## config.mk

```make
export PLATFORM = sky130hd
export DESIGN_NAME = wb_arbiter
export DESIGN_NICKNAME = d
export VERILOG_FILES = /design/src/wb_bus_pkg.sv /design/src/mem_map_pkg.sv /design/src/wb_arbiter.sv
export SDC_FILE = /design/constraint.sdc
export NUM_CORES = 1
export LEC_CHECK = 0
export BUFFER_PORTS_ARGS = -buffer_cell sky130_fd_sc_hd__clkbuf_2
export CAP_MARGIN = 0
export CORE_AREA = 5 5 121 123
export DETAILED_ROUTE_END_ITERATION = 16
export DIE_AREA = 0 0 126 128
export SYNTH_ARGS = -nofsm -noshare
export SYNTH_HDL_FRONTEND = slang
export SYNTH_SLANG_ARGS = --single-unit
```

## constraint.sdc

```tcl
create_clock -name clock -period 2.1 [get_ports clock]
set_clock_uncertainty 0.2 [all_clocks]
set_input_delay 0 -clock clock [delete_from_list [all_inputs] [get_ports clock]]
set_output_delay 0 -clock clock [all_outputs]
set_load 0.02 [all_outputs]
```

## src/wb_bus_pkg.sv

```systemverilog
`default_nettype none

package wb_bus_pkg;

  // ####################################################################
  // wishbone pipelined bus widths
  // ####################################################################

  // byte address, the low two bits select a byte within a word.
  localparam int ADDR_WIDTH = 32;

  localparam int DATA_WIDTH = 32;  // one processor word.

  localparam int SEL_WIDTH = DATA_WIDTH / 8;  // one strobe per byte.

endpackage

`default_nettype wire

```

## src/mem_map_pkg.sv

```systemverilog
`default_nettype none

package mem_map_pkg;

  // ####################################################################
  // memory size, slave timing and bus master identifiers
  // ####################################################################

  localparam int RAM_WORDS_DEFAULT = 256;  // depth in 32-bit words.

  localparam int WAIT_STATES_DEFAULT = 1;  // extra cycles before ack.

  // arbiter port order, master 0 fetches instructions.
  typedef enum logic {
    MASTER_IMEM = 1'b0,
    MASTER_DMEM = 1'b1
  } master_id_t;

endpackage

`default_nettype wire

```

## src/wb_arbiter.sv

```systemverilog
`timescale 1ns/1ps
`default_nettype none

module wb_arbiter
  import wb_bus_pkg::*, mem_map_pkg::*;
(
  input  wire                   clock,
  input  wire                   reset,
  // master 0
  input  wire                   m0_cyc_i,
  input  wire                   m0_stb_i,
  input  wire                   m0_we_i,
  input  wire  [ADDR_WIDTH-1:0] m0_addr_i,
  input  wire  [DATA_WIDTH-1:0] m0_dat_i,
  input  wire  [SEL_WIDTH-1:0]  m0_sel_i,
  output logic [DATA_WIDTH-1:0] m0_dat_o,
  output logic                  m0_ack_o,
  output logic                  m0_stall_o,
  // master 1
  input  wire                   m1_cyc_i,
  input  wire                   m1_stb_i,
  input  wire                   m1_we_i,
  input  wire  [ADDR_WIDTH-1:0] m1_addr_i,
  input  wire  [DATA_WIDTH-1:0] m1_dat_i,
  input  wire  [SEL_WIDTH-1:0]  m1_sel_i,
  output logic [DATA_WIDTH-1:0] m1_dat_o,
  output logic                  m1_ack_o,
  output logic                  m1_stall_o,
  // shared slave
  output logic                  s_cyc_o,
  output logic                  s_stb_o,
  output logic                  s_we_o,
  output logic [ADDR_WIDTH-1:0] s_addr_o,
  output logic [DATA_WIDTH-1:0] s_dat_o,
  output logic [SEL_WIDTH-1:0]  s_sel_o,
  input  wire  [DATA_WIDTH-1:0] s_dat_i,
  input  wire                   s_ack_i,
  input  wire                   s_stall_i
);

  logic       m0_req;
  logic       m1_req;
  logic       grant;
  master_id_t winner;
  logic       accept;
  logic       m0_owns;
  logic       m1_owns;

  logic       owner_valid_reg;
  master_id_t owner_reg;
  master_id_t last_reg;

  assign m0_req = m0_cyc_i & m0_stb_i;
  assign m1_req = m1_cyc_i & m1_stb_i;

  // no new grant while a cycle is outstanding.
  always_comb begin
    grant  = 1'b0;
    winner = last_reg;
    if (!owner_valid_reg) begin
      if (m0_req && m1_req) begin
        grant  = 1'b1;
        winner = (last_reg == MASTER_IMEM) ? MASTER_DMEM : MASTER_IMEM;
      end else if (m0_req) begin
        grant  = 1'b1;
        winner = MASTER_IMEM;
      end else if (m1_req) begin
        grant  = 1'b1;
        winner = MASTER_DMEM;
      end
    end
  end

  always_comb begin
    if (winner == MASTER_IMEM) begin
      s_we_o   = m0_we_i;
      s_addr_o = m0_addr_i;
      s_dat_o  = m0_dat_i;
      s_sel_o  = m0_sel_i;
    end else begin
      s_we_o   = m1_we_i;
      s_addr_o = m1_addr_i;
      s_dat_o  = m1_dat_i;
      s_sel_o  = m1_sel_i;
    end
  end

  assign s_cyc_o = owner_valid_reg | grant;  // held until the ack.
  assign s_stb_o = grant;
  assign accept  = grant & ~s_stall_i;

  // losers and late requesters wait.
  assign m0_stall_o = owner_valid_reg | s_stall_i | (grant & (winner != MASTER_IMEM));
  assign m1_stall_o = owner_valid_reg | s_stall_i | (grant & (winner != MASTER_DMEM));

  assign m0_owns = owner_valid_reg & (owner_reg == MASTER_IMEM);
  assign m1_owns = owner_valid_reg & (owner_reg == MASTER_DMEM);

  assign m0_ack_o = s_ack_i & m0_owns;
  assign m1_ack_o = s_ack_i & m1_owns;
  assign m0_dat_o = m0_owns ? s_dat_i : '0;
  assign m1_dat_o = m1_owns ? s_dat_i : '0;

  always_ff @(posedge clock) begin
    if (!reset) begin
      owner_valid_reg <= 1'b0;
      owner_reg       <= MASTER_IMEM;
      last_reg        <= MASTER_DMEM;  // instruction port wins the first tie.
    end else if (accept) begin
      owner_valid_reg <= 1'b1;
      owner_reg       <= winner;
      last_reg        <= winner;
    end else if (s_ack_i && owner_valid_reg) begin
      owner_valid_reg <= 1'b0;
    end
  end

endmodule

`default_nettype wire

```

==> summary.txt <==
Final layout
  • Final Instance Area: 0.00341 mm²
  • Area growth syn-to-layout: 133%
  • Multi-input logic area: 0.00133 mm²
  • Share of layout cells above drive strength 1: 0.787
  • Ant. Diodes: 0
  • Filler Cell Count: 1533
  • Final Net Count: 672
  • Seq. cell area: 62.6 µm²

GRT
  • Global Route met1 Usage: 0.155
  • Largest net degree at the start of global routing: 38
  • Number of global-route vias before repair: 2561
  • GR Util met2: 0.191
  • Top Usage Layer GRT: met2
  • Initial antenna violation count: 1
  • GRT Overall Usage: 0.115
  • First-pass GRT wire length: 14.8 mm
  • Grt ovf: 0
  • M3 GR Usage: 0.0292

Detailed routing
  • Post-route ant nets: 0
  • Residual DRC: 0
  • Routed WL: 10.8 mm
  • Via count: 2639
  • First-pass iteration count of the detailed router: 4
  • Initial drt markers: 125
  • Vias per inst: 3.92
  • Routed len/inst: 16.1 µm

Critical path
  • R2R Setup Slk: 0.09 ns
  • Worst EP required: 1.90 ns
  • Critical path class: reg2out
  • Crit path depth: 5
  • Critical-path cell list: and4bb_1 -> a21oi_4 -> buf_12 -> mux2_2 -> clkbuf_2
  • CP bufs+invs: 2
  • CP max-delay cell: dfxtp_2
  • Crit path largest cell delay: 0.38 ns
  • Crit-path leading delay family: buffers and inverters
  • RR Endpoint: last_reg
  • Crit path launch type: register
  • Worst R2R Path Depth: 5
  • CP endpoint kind: primary output
  • RR Startpoint: owner_valid_reg
  • Worst Path Arrival: 1.85 ns
  • Crit path capture: s_sel_o[2]
  • CP max FO: 27
  • Critical Path Start: last_reg

Timing
  • Final Max Tran Viols: 0
  • Worst slew pin tran: 0.363 ns
  • Final Hold Vio Count: 0
  • Final worst path period share: 0.976
  • Unrepaired setup endpoints after global routing: yes
  • Worst hold slack: 0.0370 ns
  • Final worst path period need: 2.05 ns
  • Final setup fails: 0
  • PnR worst setup slack: 0.0499 ns
  • Max Clk Rate: 488 MHz
  • Setup TNS: 0 ns
  • Relative slew slack: 0.758

Synth
  • Flops & latches, synth: 3
  • Post-synth cell types: 22
  • Synthesized area per cell: 8.18 µm²
  • Cells after synthesis: 179
  • Post-synthesis sequential area ratio: 0.0410
  • Post-synth EDFFs: 0
  • FFs w/ async S/R, synth: 0
  • Synth Flop Type: dfxtp_1
  • Post-Syn Area: 0.00146 mm²
  • Syn_nets: 357
  • Syn. warnings: 0

Floorplan
  • Row count: 43
  • Core Region: 0.0136 mm²
  • Die Ht: 128 µm
  • Die Area: 0.0161 mm²
  • Die X: 126 µm
  • Effective utilization at floorplan: 0.108
  • Ports: 317

Placed design
  • Post-place setup slack: 0.183 ns
  • DP Wirelength: 9.51 mm
  • DP Area: 0.00325 mm²
  • PortBufs: 316
  • GP Congestion: 0.836

Pwr
  • Clk pwr share: 0.236
  • P_sw: 0.000570 W
  • Power per cell area: 378 mW/mm²
  • Combinational Power Share: 0.714
  • Leakage power: 2.07 nW
  • Final Power: 0.00129 W
  • Peak VDD IR: 0.508 mV
  • Sw Share: 0.442
  • Flop pwr share: 0.050
  • Total internal power: 0.000720 W

Clocking
  • TritonCTS buffer count: 3
  • CTS tree: built
  • CTS HTree Levels: 1
  • Clock root cell: clkbuf_16
  • Clock transition at path regs: 0.03 ns
  • Worst-skew pair later-pin latency: 0.22 ns
  • CTS Buffer Depth: 2
  • Num Clock Sinks: 3

Job
  • Max Cap Viol: 0

Hold path
  • Type of the tightest min-delay check: in2reg

Outcome
  • Run status: finished, final reports clean
## worst min-delay path by stage
stage / slack [ns] / depth (start not counted) / to / from
2_1_floorplan: -0.11 / 1 / last_reg / reset
3_3_place_gp: 0.03 / 2 / last_reg / reset
3_5_place_dp: 0.01 / 2 / last_reg / reset
4_1_cts: 0.05 / 4 / owner_valid_reg / s_stall_i
5_1_grt: 0.08 / 4 / owner_valid_reg / s_stall_i
6_report: 0.04 / 4 / owner_valid_reg / s_stall_i
## Yosys cell counts, types with 2 or more instances
master	n	area (µm²)
and2_1	34	213
buf_4	2	15.0
clkbuf_1	10	37.5
mux2_2	59	664
nand2_1	4	15.0
mux2_1	10	113
and3_1	33	206
buf_2	5	25.0
nand3_1	2	10.0
nor2_1	4	15.0
o21ai_0	3	15.0
dfxtp_1	3	60.1
## cells in the final DEF (no fill, tap or decap), drive strengths merged, types with 2 or more instances in the layout
| cell | instances |
|---|---|
| buf | 6 |
| nand2 | 4 |
| dfxtp | 3 |
| and3 | 33 |
| nand3 | 2 |
| dlygate4sd3 | 5 |
| clkbuf | 320 |
| and2 | 34 |
| nor2 | 4 |
| o21ai | 3 |
| mux2 | 69 |
## stage by stage
stage,cells,util
2_1_floorplan,179,-
3_3_place_gp,663,0.240
3_5_place_dp,663,0.240
4_1_cts,674,0.253
5_1_grt,673,0.251
6_report,673,0.251
## timing repair
item | CTS | global route
setup endpoints to repair | 21 | 31
setup buffers | 1 | 0
hold endpoints to repair | 3 | 0
resized for setup | 3 | 2
hold buffers | 5 | 0
gates cloned | 1 | 0
## layer usage
layer | vias up | share of wire
met2 | 156 | 0.48
met3 | 8 | 0.091
met5 | - | 0.0012
met1 | 1200 | 0.42
met4 | 2 | 0.0067
li1 | 1273 | -
## final cells by class
class,count,share of cell area
Multi-Input combinational cell,158,0.390
Sequential cell,3,0.0183
Timing Repair Buffer,327,0.501
Clock buffer,4,0.0231
Tap cell,180,0.0661
Inverter,1,0.00110
## worst min-delay path, delay by kind of cell
family,cells,cell delay (ns)
AO/OA/AOI/OAI,1,0.06
AND/OR/NAND/NOR,2,0.26
buffers and inverters,1,0.09
## power groups by stage
stage | Clock, W | Sequential, W | Combinational (W)
after global routing | 0.000317 | 0.0000652 | 0.000975
after CTS | 0.000308 | 0.0000640 | 0.000938
after floorplan | 0 | 0.0000640 | 0.000494
after global placement | 0 | 0.0000643 | 0.000899
final | 0.000304 | 0.0000646 | 0.000921
after detailed placement | 0 | 0.0000645 | 0.000899
## logic make-up (layout without fill, tap and decap cells)
family	Yosys count	count (layout)	synth area share
and+or+nand+nor	81	81	0.336
muxes	69	69	0.531
buffers and inverters	18	332	0.0556
AOI/OAI and AO/OA	8	8	0.0368
DFF	3	3	0.0410
Note: power is estimated with default switching activity, not from simulation.
