File: config.mk
export PLATFORM = sky130hd
export DESIGN_NAME = wb_master_port
export DESIGN_NICKNAME = d
export VERILOG_FILES = /design/src/wb_bus_pkg.sv /design/src/wb_master_port.sv
export SDC_FILE = /design/constraint.sdc
export NUM_CORES = 1
export LEC_CHECK = 0
export BUFFER_PORTS_ARGS = -buffer_cell sky130_fd_sc_hd__buf_2
export CORE_MARGIN = 2
export CORE_UTILIZATION = 40
export CTS_BUF_LIST = sky130_fd_sc_hd__clkbuf_4
export DETAILED_ROUTE_END_ITERATION = 7
export PLACE_DENSITY_LB_ADDON = 0.15
export SYNTH_ARGS = -nofsm -noshare
export SYNTH_HDL_FRONTEND = slang
export SYNTH_SLANG_ARGS = --single-unit
File: constraint.sdc
create_clock -name clock -period 3 [get_ports clock]
set_clock_uncertainty 0.05 [all_clocks]
set_input_delay 0.45 -clock clock [delete_from_list [all_inputs] [get_ports clock]]
set_output_delay 0.45 -clock clock [all_outputs]
set_load 0.02 [all_outputs]
File: src/wb_bus_pkg.sv
`default_nettype none

package wb_bus_pkg;

  // ####################################################################
  // wishbone pipelined bus widths
  // ####################################################################

  // byte address, the low two bits select a byte within a word.
  localparam int ADDR_WIDTH = 32;

  localparam int DATA_WIDTH = 32;  // one processor word.

  localparam int SEL_WIDTH = DATA_WIDTH / 8;  // one strobe per byte.

endpackage

`default_nettype wire

File: src/wb_master_port.sv
`timescale 1ns/1ps
`default_nettype none

module wb_master_port
  import wb_bus_pkg::*;
(
  input  wire                   clock,
  input  wire                   reset,
  // processor request side
  input  wire                   valid_i,
  input  wire  [ADDR_WIDTH-1:0] addr_i,
  input  wire  [DATA_WIDTH-1:0] wdata_i,
  input  wire  [SEL_WIDTH-1:0]  wstrb_i,
  output logic [DATA_WIDTH-1:0] rdata_o,
  output logic                  ready_o,
  // wishbone master side
  output logic                  wb_cyc_o,
  output logic                  wb_stb_o,
  output logic                  wb_we_o,
  output logic [ADDR_WIDTH-1:0] wb_addr_o,
  output logic [DATA_WIDTH-1:0] wb_dat_o,
  output logic [SEL_WIDTH-1:0]  wb_sel_o,
  input  wire  [DATA_WIDTH-1:0] wb_dat_i,
  input  wire                   wb_ack_i,
  input  wire                   wb_stall_i
);

  typedef enum logic [1:0] {
    IDLE  = 2'd0,
    LOAD  = 2'd1,
    STORE = 2'd2
  } state_t;

  state_t                state;
  state_t                state_reg;

  logic                  cyc;
  logic                  cyc_reg;
  logic                  we;
  logic                  we_reg;
  logic [ADDR_WIDTH-1:0] addr;
  logic [ADDR_WIDTH-1:0] addr_reg;
  logic [DATA_WIDTH-1:0] dat;
  logic [DATA_WIDTH-1:0] dat_reg;
  logic [SEL_WIDTH-1:0]  sel;
  logic [SEL_WIDTH-1:0]  sel_reg;

  logic [DATA_WIDTH-1:0] rdata;
  logic [DATA_WIDTH-1:0] rdata_reg;
  logic                  ready;
  logic                  ready_reg;

  // ####################################################################
  // next state and next bus request
  // ####################################################################

  always_comb begin
    state = state_reg;
    cyc   = 1'b0;
    we    = 1'b0;
    addr  = '0;
    dat   = '0;
    sel   = '0;
    rdata = '0;
    ready = 1'b0;
    case (state_reg)
      IDLE: begin
        if (valid_i) begin
          cyc  = 1'b1;
          addr = {addr_i[ADDR_WIDTH-1:2], 2'b00};  // word aligned.
          if (wstrb_i == '0) begin
            state = LOAD;
            sel   = '1;  // loads read the whole word.
          end else begin
            state = STORE;
            we    = 1'b1;
            dat   = wdata_i;
            sel   = wstrb_i;
          end
        end
      end
      LOAD: begin
        if (wb_ack_i) begin
          state = IDLE;
          rdata = wb_dat_i;
          ready = 1'b1;
        end else if (wb_stall_i) begin
          cyc  = cyc_reg;  // request unchanged under stall.
          addr = addr_reg;
          sel  = sel_reg;
        end
      end
      STORE: begin
        if (wb_ack_i) begin
          state = IDLE;
          ready = 1'b1;
        end else if (wb_stall_i) begin
          cyc  = cyc_reg;
          we   = we_reg;
          addr = addr_reg;
          dat  = dat_reg;
          sel  = sel_reg;
        end
      end
      default: begin
        state = IDLE;
      end
    endcase
  end

  // ####################################################################
  // registers
  // ####################################################################

  always_ff @(posedge clock) begin
    if (!reset) begin
      state_reg <= IDLE;
      cyc_reg   <= 1'b0;
      ready_reg <= 1'b0;
    end else begin
      state_reg <= state;
      cyc_reg   <= cyc;
      ready_reg <= ready;
    end
  end

  always_ff @(posedge clock) begin
    we_reg    <= we;
    addr_reg  <= addr;
    dat_reg   <= dat;
    sel_reg   <= sel;
    rdata_reg <= rdata;
  end

  assign wb_cyc_o  = cyc_reg;
  assign wb_stb_o  = cyc_reg;  // single beat, stb follows cyc.
  assign wb_we_o   = we_reg;
  assign wb_addr_o = addr_reg;
  assign wb_dat_o  = dat_reg;
  assign wb_sel_o  = sel_reg;

  assign rdata_o = rdata_reg;
  assign ready_o = ready_reg;

endmodule

`default_nettype wire

==> run_results.csv, run 1 <==
group,metric,value,unit
yosys,synth-async-reset-ratio,0,%
place,placement.io_buffers,204,
outcome,result_of_the_run,"complete, no violations",
floorplan,initial_core_util,40.77,%
clock_tree,cts_max_level,3,
clock_tree,post-cts-setup-buffer-count,0,
critical_path,crit_path_max_fanout,33,
routing,routed-via-count,2552,
clock_tree,clock_buffer_depth,2,
yosys,synth_most_common_cell,"edfxtp_1",
routing,via_per_inst,4.533,
power,static-leakage-power,2.647,nW
grt,antenna_found_initial,0,
critical_path,r2r-end,"wb_dat_o[25]",
sta,rsz0062_at_grt,"no",
floorplan,die_footprint,10070,um2
routing,postRouteAntennaNets,0,
clock_tree,cts_hold_buffers,0,
routing,drt-wirelength-per-cell,13.87,um
floorplan,rows,35,
critical_path,critical_path_buf_inv_count,2,
finish,nNetsFinal,555,
power,p_per_area,540.5,nW/um2
yosys,synth.cells.most_frequent,"67 x edfxtp_1, 63 x and3_1, 36 x dfxtp_1",
critical_path,worst_setup_path_startpoint,"state_reg[0]",
yosys,ys_ff_latch,103,
critical_path,timing.rr.start,"state_reg[0]",
clock_tree,clock_pin_slew_worst_setup_and_hold_paths,0.16,ns
clock_tree,cts-resized-gates,0,
critical_path,start_kind,"flop",
grt,grt_use_total,15.17,%
power,ir_worst_vdd,0.2487,mV
floorplan,placeable_core_area,9109,um2
critical_path,worstSetupEndpoint,"wb_dat_o[25]",
finish,area_growth_syn_to_layout,32.28,%
routing,drtPass1Iterations,4,
sta,tightestPinTransition,0.7894,ns
sta,setup_viol,0,
yosys,postSynthCellCount,246,
yosys,synth_top_area_share,54.18,%
yosys,synth-edff-count,67,
finish,insertedDiodeCount,0,
finish,fillers,818,
grt,grt_first_pass_wirelength,11770,um
critical_path,critical_path_class,"reg2reg",
routing,remaining_drc_errors,0,
critical_path,reg2reg_setup_slack,0.90,ns
yosys,synth_top_cells_by_area,"edfxtp_1 54%, dfxtp_1 19%, and3_1 11%",
floorplan,die_height,100.4,um
clock_tree,clkSinkCount,103,
clock_tree,cts_inserted_buffers,9,
yosys,synth_area_per_cell,15.10,um2
critical_path,endpoint_kind,"flop",
routing,drt-initial-drc-count,86,
sta,period_minus_slack,2.102,ns
place,routabilityCongestion,0.8243,
job,drv_cap,0,
sta,hold_viol_final,0,
sta,setup_tns,0,ns
clock_tree,clkLatencyLatePin,0.42,ns
sta,timing.final.max_slew_violations,0,
grt,number_of_global_route_vias_before_repair,2464,
critical_path,worstSetupPathDepth,6,
finish,post_route_cells_drive_above_1_share,57.30,%
critical_path,critical-path-slowest-cell,"nor2_4",
yosys,post_synth_instance_area,3714,um2
place,place.detailed.hpwl,5482,um
clock_tree,clock-root-buffer,"clkbuf_4",
yosys,synthFlopType,"edfxtp_1",
yosys,yosysUniqueCellTypes,24,
min_path,hold_path.class,"in2reg",
grt,global_route.overflow_total,0,
sta,slew_headroom,47.37,%
critical_path,worstPathArrival,2.35,ns
floorplan,die_w,100.4,um
power,fin_total_pwr,2.655,mW
yosys,netlist.top_cell.by_area,"edfxtp_1",
critical_path,worst_ep_required_time,3.25,ns
sta,post-route-period-util,70.06,%
routing,wl,7810,um
floorplan,ios,209,
sta,hold-worst-slack,0.1953,ns
yosys,synth-seq-area-share,73.58,%
critical_path,reg2regPathDepth,6,
critical_path,timing.critical_path.slowest_cell_delay,0.62,ns
sta,maxClockFrequency,475.8,MHz
grt,grt_start_max_net_pins,37,
critical_path,crit_chain,"inv_1, ha_1, buf_4, nand2_2, nor2_4, and2_4",
clock_tree,tritoncts,"yes",
critical_path,path_delay_family,"simple AND/OR/NAND/NOR gates",
yosys,yosysWarnings,0,
worst min-delay path by stage:
stage	from	to	slack, ns	cells after the start
2_1_floorplan	state_reg[1]	state_reg[1]	0.41	2
3_3_place_gp	state_reg[1]	state_reg[1]	0.44	2
3_5_place_dp	state_reg[1]	state_reg[1]	0.44	2
4_1_cts	wb_dat_i[21]	rdata_o[21]	0.15	2
5_1_grt	wb_dat_i[28]	rdata_o[28]	0.15	2
6_report	wb_dat_i[4]	rdata_o[4]	0.20	2
per-layer routing:
| metal | up-vias | part of all wire [%] | global-route usage [%] |
|---|---|---|---|
| li1 | 1265 | - | - |
| met1 | 1153 | 42 | 18.64 |
| met2 | 122 | 48 | 24.42 |
| met3 | 12 | 8.6 | 5.014 |
| met4 | 0 | 1.8 | 6.744 |
| met5 | - | 0 | 0 |
cell type report:
| class | instances | area [um2] | share of cell area, % |
|---|---|---|---|
| sequential | 103 | 2733 | 55.63 |
| multi-input combinational | 124 | 875.8 | 17.83 |
| tap | 111 | 138.9 | 2.827 |
| clock buffer | 9 | 67.56 | 1.375 |
| clock inverter | 7 | 46.29 | 0.9424 |
| timing repair buffer | 207 | 1044 | 21.24 |
| inverter | 2 | 7.507 | 0.1528 |
per-stage QoR:
stage | instance area [um2] | setup WS (ns) | std cells | util, %
final | 4912 | 0.8982 | 563 | 53.93
after global routing | 4912 | 0.6699 | 563 | 53.93
after CTS | 4912 | 0.8408 | 563 | 53.93
after detailed placement | 4798 | 0.8146 | 547 | 52.68
after global placement | 4798 | 0.8811 | 547 | 52.68
after floorplan | 3717 | 0.8926 | 247 | -
where the power goes:
| part | leakage (nW) | internal, mW | total (mW) | switching (mW) |
|---|---|---|---|---|
| registers | 1.07 | 1.60 | 1.62 | 0.0196 |
| clock network | 0.0676 | 0.175 | 0.634 | 0.459 |
| logic | 1.51 | 0.164 | 0.397 | 0.233 |
| total | 2.65 | 1.94 | 2.66 | 0.711 |
cell families after synthesis:
| logic type | count (synthesis) | synth area share [%] |
|---|---|---|
| AOI/OAI and AO/OA | 5 | 0.9433 |
| adders and majority gates | 3 | 1.011 |
| buffers and inverters | 20 | 2.931 |
| DFF | 103 | 73.58 |
| other | 1 | 0.1010 |
| and+or+nand+nor | 114 | 21.43 |
placed cells by master, fill, tap and decap left out, types with 2 or more instances in the layout:
cell | netlist | routed
and3_1 | 63 | 63
conb_1 | 1 | 2
nand3b_1 | 2 | 2
inv_1 | 2 | 2
nor2_1 | 8 | 8
inv_2 | 0 | 2
buf_2 | 0 | 204
dfxtp_1 | 36 | 36
and2_4 | 29 | 29
nor2b_1 | 2 | 2
nand3_1 | 2 | 2
and2_2 | 3 | 3
o21a_1 | 2 | 2
clkbuf_4 | 0 | 9
edfxtp_1 | 67 | 67
ha_1 | 3 | 3
buf_4 | 3 | 3
inv_6 | 0 | 3
No activity file was read; power rests on OpenSTA's default activity.
==> run 2, diff against run 1 <==
==> constraint.sdc (replaced) <==
create_clock -name clock -period 1.7 [get_ports clock]
set_clock_uncertainty 0.05 [all_clocks]
set_input_delay 0.255 -clock clock [delete_from_list [all_inputs] [get_ports clock]]
set_output_delay 0.255 -clock clock [all_outputs]
set_load 0.02 [all_outputs]
==> run_results.csv, run 2 (same netlist as run 1, synthesis figures left out) <==
group,metric,value,unit
critical_path,crit_chain,"inv_2, ha_1, and3_1",
floorplan,die_footprint,10070,um2
routing,postRouteAntennaNets,0,
grt,number_of_global_route_vias_before_repair,2783,
critical_path,critical_path_buf_inv_count,1,
min_path,hold_path.class,"in2reg",
sta,timing.final.max_slew_violations,0,
critical_path,endpoint_kind,"flop",
grt,grt_use_total,17.96,%
place,place.detailed.hpwl,5741,um
clock_tree,cts_max_level,3,
sta,rsz0062_at_grt,"no",
finish,layout_commonest_cell,"buf_2",
critical_path,crit_path_max_fanout,32,
routing,remaining_drc_errors,0,
sta,post-route-period-util,87.78,%
clock_tree,clock-root-buffer,"clkbuf_4",
place,routabilityCongestion,0.7170,
grt,grt_start_max_net_pins,36,
routing,drt-wirelength-per-cell,14.73,um
power,ir_worst_vdd,0.5039,mV
clock_tree,cts_inserted_buffers,9,
critical_path,reg2reg_setup_slack,0.21,ns
critical_path,start_kind,"flop",
critical_path,timing.rr.start,"state_reg[1]",
grt,antenna_found_initial,0,
finish,final_area,5542,um2
sta,setup_viol,0,
critical_path,worstPathArrival,1.82,ns
place,placed_area,4868,um2
finish,insertedDiodeCount,0,
critical_path,worstSetupPathDepth,3,
floorplan,die_height,100.4,um
power,p_per_area,897.2,nW/um2
critical_path,reg2regPathDepth,3,
finish,area_growth_syn_to_layout,49.22,%
grt,grt_first_pass_wirelength,13770,um
min_path,worst_hold_path.num_cells,2,
critical_path,path_delay_family,"adder cells",
clock_tree,clkLatencyLatePin,0.43,ns
routing,drt-initial-drc-count,70,
clock_tree,clock_buffer_depth,2,
routing,via_per_inst,4.539,
grt,global_route.overflow_total,0,
clock_tree,clock_pin_slew_worst_setup_and_hold_paths,0.15,ns
place,post-place-cells,551,
floorplan,rows,35,
critical_path,critical-path-slowest-cell,"ha_1",
floorplan,ios,209,
critical_path,worst_ep_required_time,2.03,ns
power,static-leakage-power,2.913,nW
floorplan,placeable_core_area,9109,um2
place,placement.io_buffers,204,
sta,slew_headroom,46.36,%
clock_tree,tritoncts,"yes",
routing,drtPass1Iterations,4,
finish,post_route_cells_drive_above_1_share,52.85,%
routing,wl,9134,um
critical_path,timing.critical_path.slowest_cell_delay,0.68,ns
finish,postLayoutCoreUtil,60.84,%
critical_path,worst_setup_path_startpoint,"state_reg[1]",
finish,mostFrequentLayoutCells,"204 x buf_2, 67 x edfxtp_1, 63 x and3_1",
floorplan,initial_core_util,40.77,%
clock_tree,clkSinkCount,103,
sta,period_minus_slack,1.492,ns
outcome,result_of_the_run,"complete, no violations",
sta,setup_tns,0,ns
sta,hold_viol_final,0,
sta,tightestPinTransition,0.8046,ns
finish,nNetsFinal,612,
min_path,hold_crit_start,"wb_ack_i",
job,drv_cap,0,
routing,routed-via-count,2814,
finish,instances_no_fill,620,
critical_path,critical_path_class,"reg2reg",
sta,maxClockFrequency,670.1,MHz
floorplan,die_w,100.4,um
-- run 2: cell count changes in the layout (fill, tap and decap cells not counted), sizes merged --
cell	delta
buf	+4
bufinv	+1
clkbuf	+1
dlygate4sd3	+52
inv	-2
nor2	+1
-- run 2: final timing paths --
path / end
max: rdata_o[25]
min: ready_o
max reg2reg: rdata_o[25]
min reg2reg: state_reg[1]
-- run 2: metal layers --
layer | global-route usage (%) | part of all wire, % | vias up
li1 | - | - | 1390
met1 | 19.39 | 39 | 1285
met2 | 31.80 | 51 | 125
met3 | 6.407 | 8.4 | 14
met4 | 7.587 | 1.9 | 0
met5 | 0 | 0 | -
-- run 2: stage by stage --
stage / setup WS [ns] / total power, mW / hold slack [ns]
CTS: 0.01537 / 5.010 / 0.0009721
detailed placement: 0.05368 / 3.652 / 0.4472
global route: 0.06761 / 5.196 / 0.005325
finish: 0.2077 / 4.972 / 0.04260
global placement: 0.08990 / 3.638 / 0.4288
floorplan: -0.3487 / 3.362 / 0.3225
-- run 2: power by group --
group,switching [mW],total (mW),internal (mW),leakage (nW)
logic,0.438,0.820,0.382,1.77
clock network,0.807,1.28,0.476,0.0777
registers,0.0362,2.87,2.83,1.07
-- run 2: area by class of cell --
type | count | area [um2]
clock inverters | 6 | 66.31
inverters | 2 | 7.507
clock buffers | 10 | 75.07
well taps | 111 | 138.9
flip-flops and latches | 103 | 2735
multi-input cells | 125 | 899.6
fillers | 749 | 3567
repair buffers | 263 | 1619
-- run 2: repair_timing --
action,CTS,global route
endpoints found under the hold margin,44,8
setup endpoints to repair,0,32
setup buffers,0,0
gates resized for setup,0,1
hold buffers,44,8
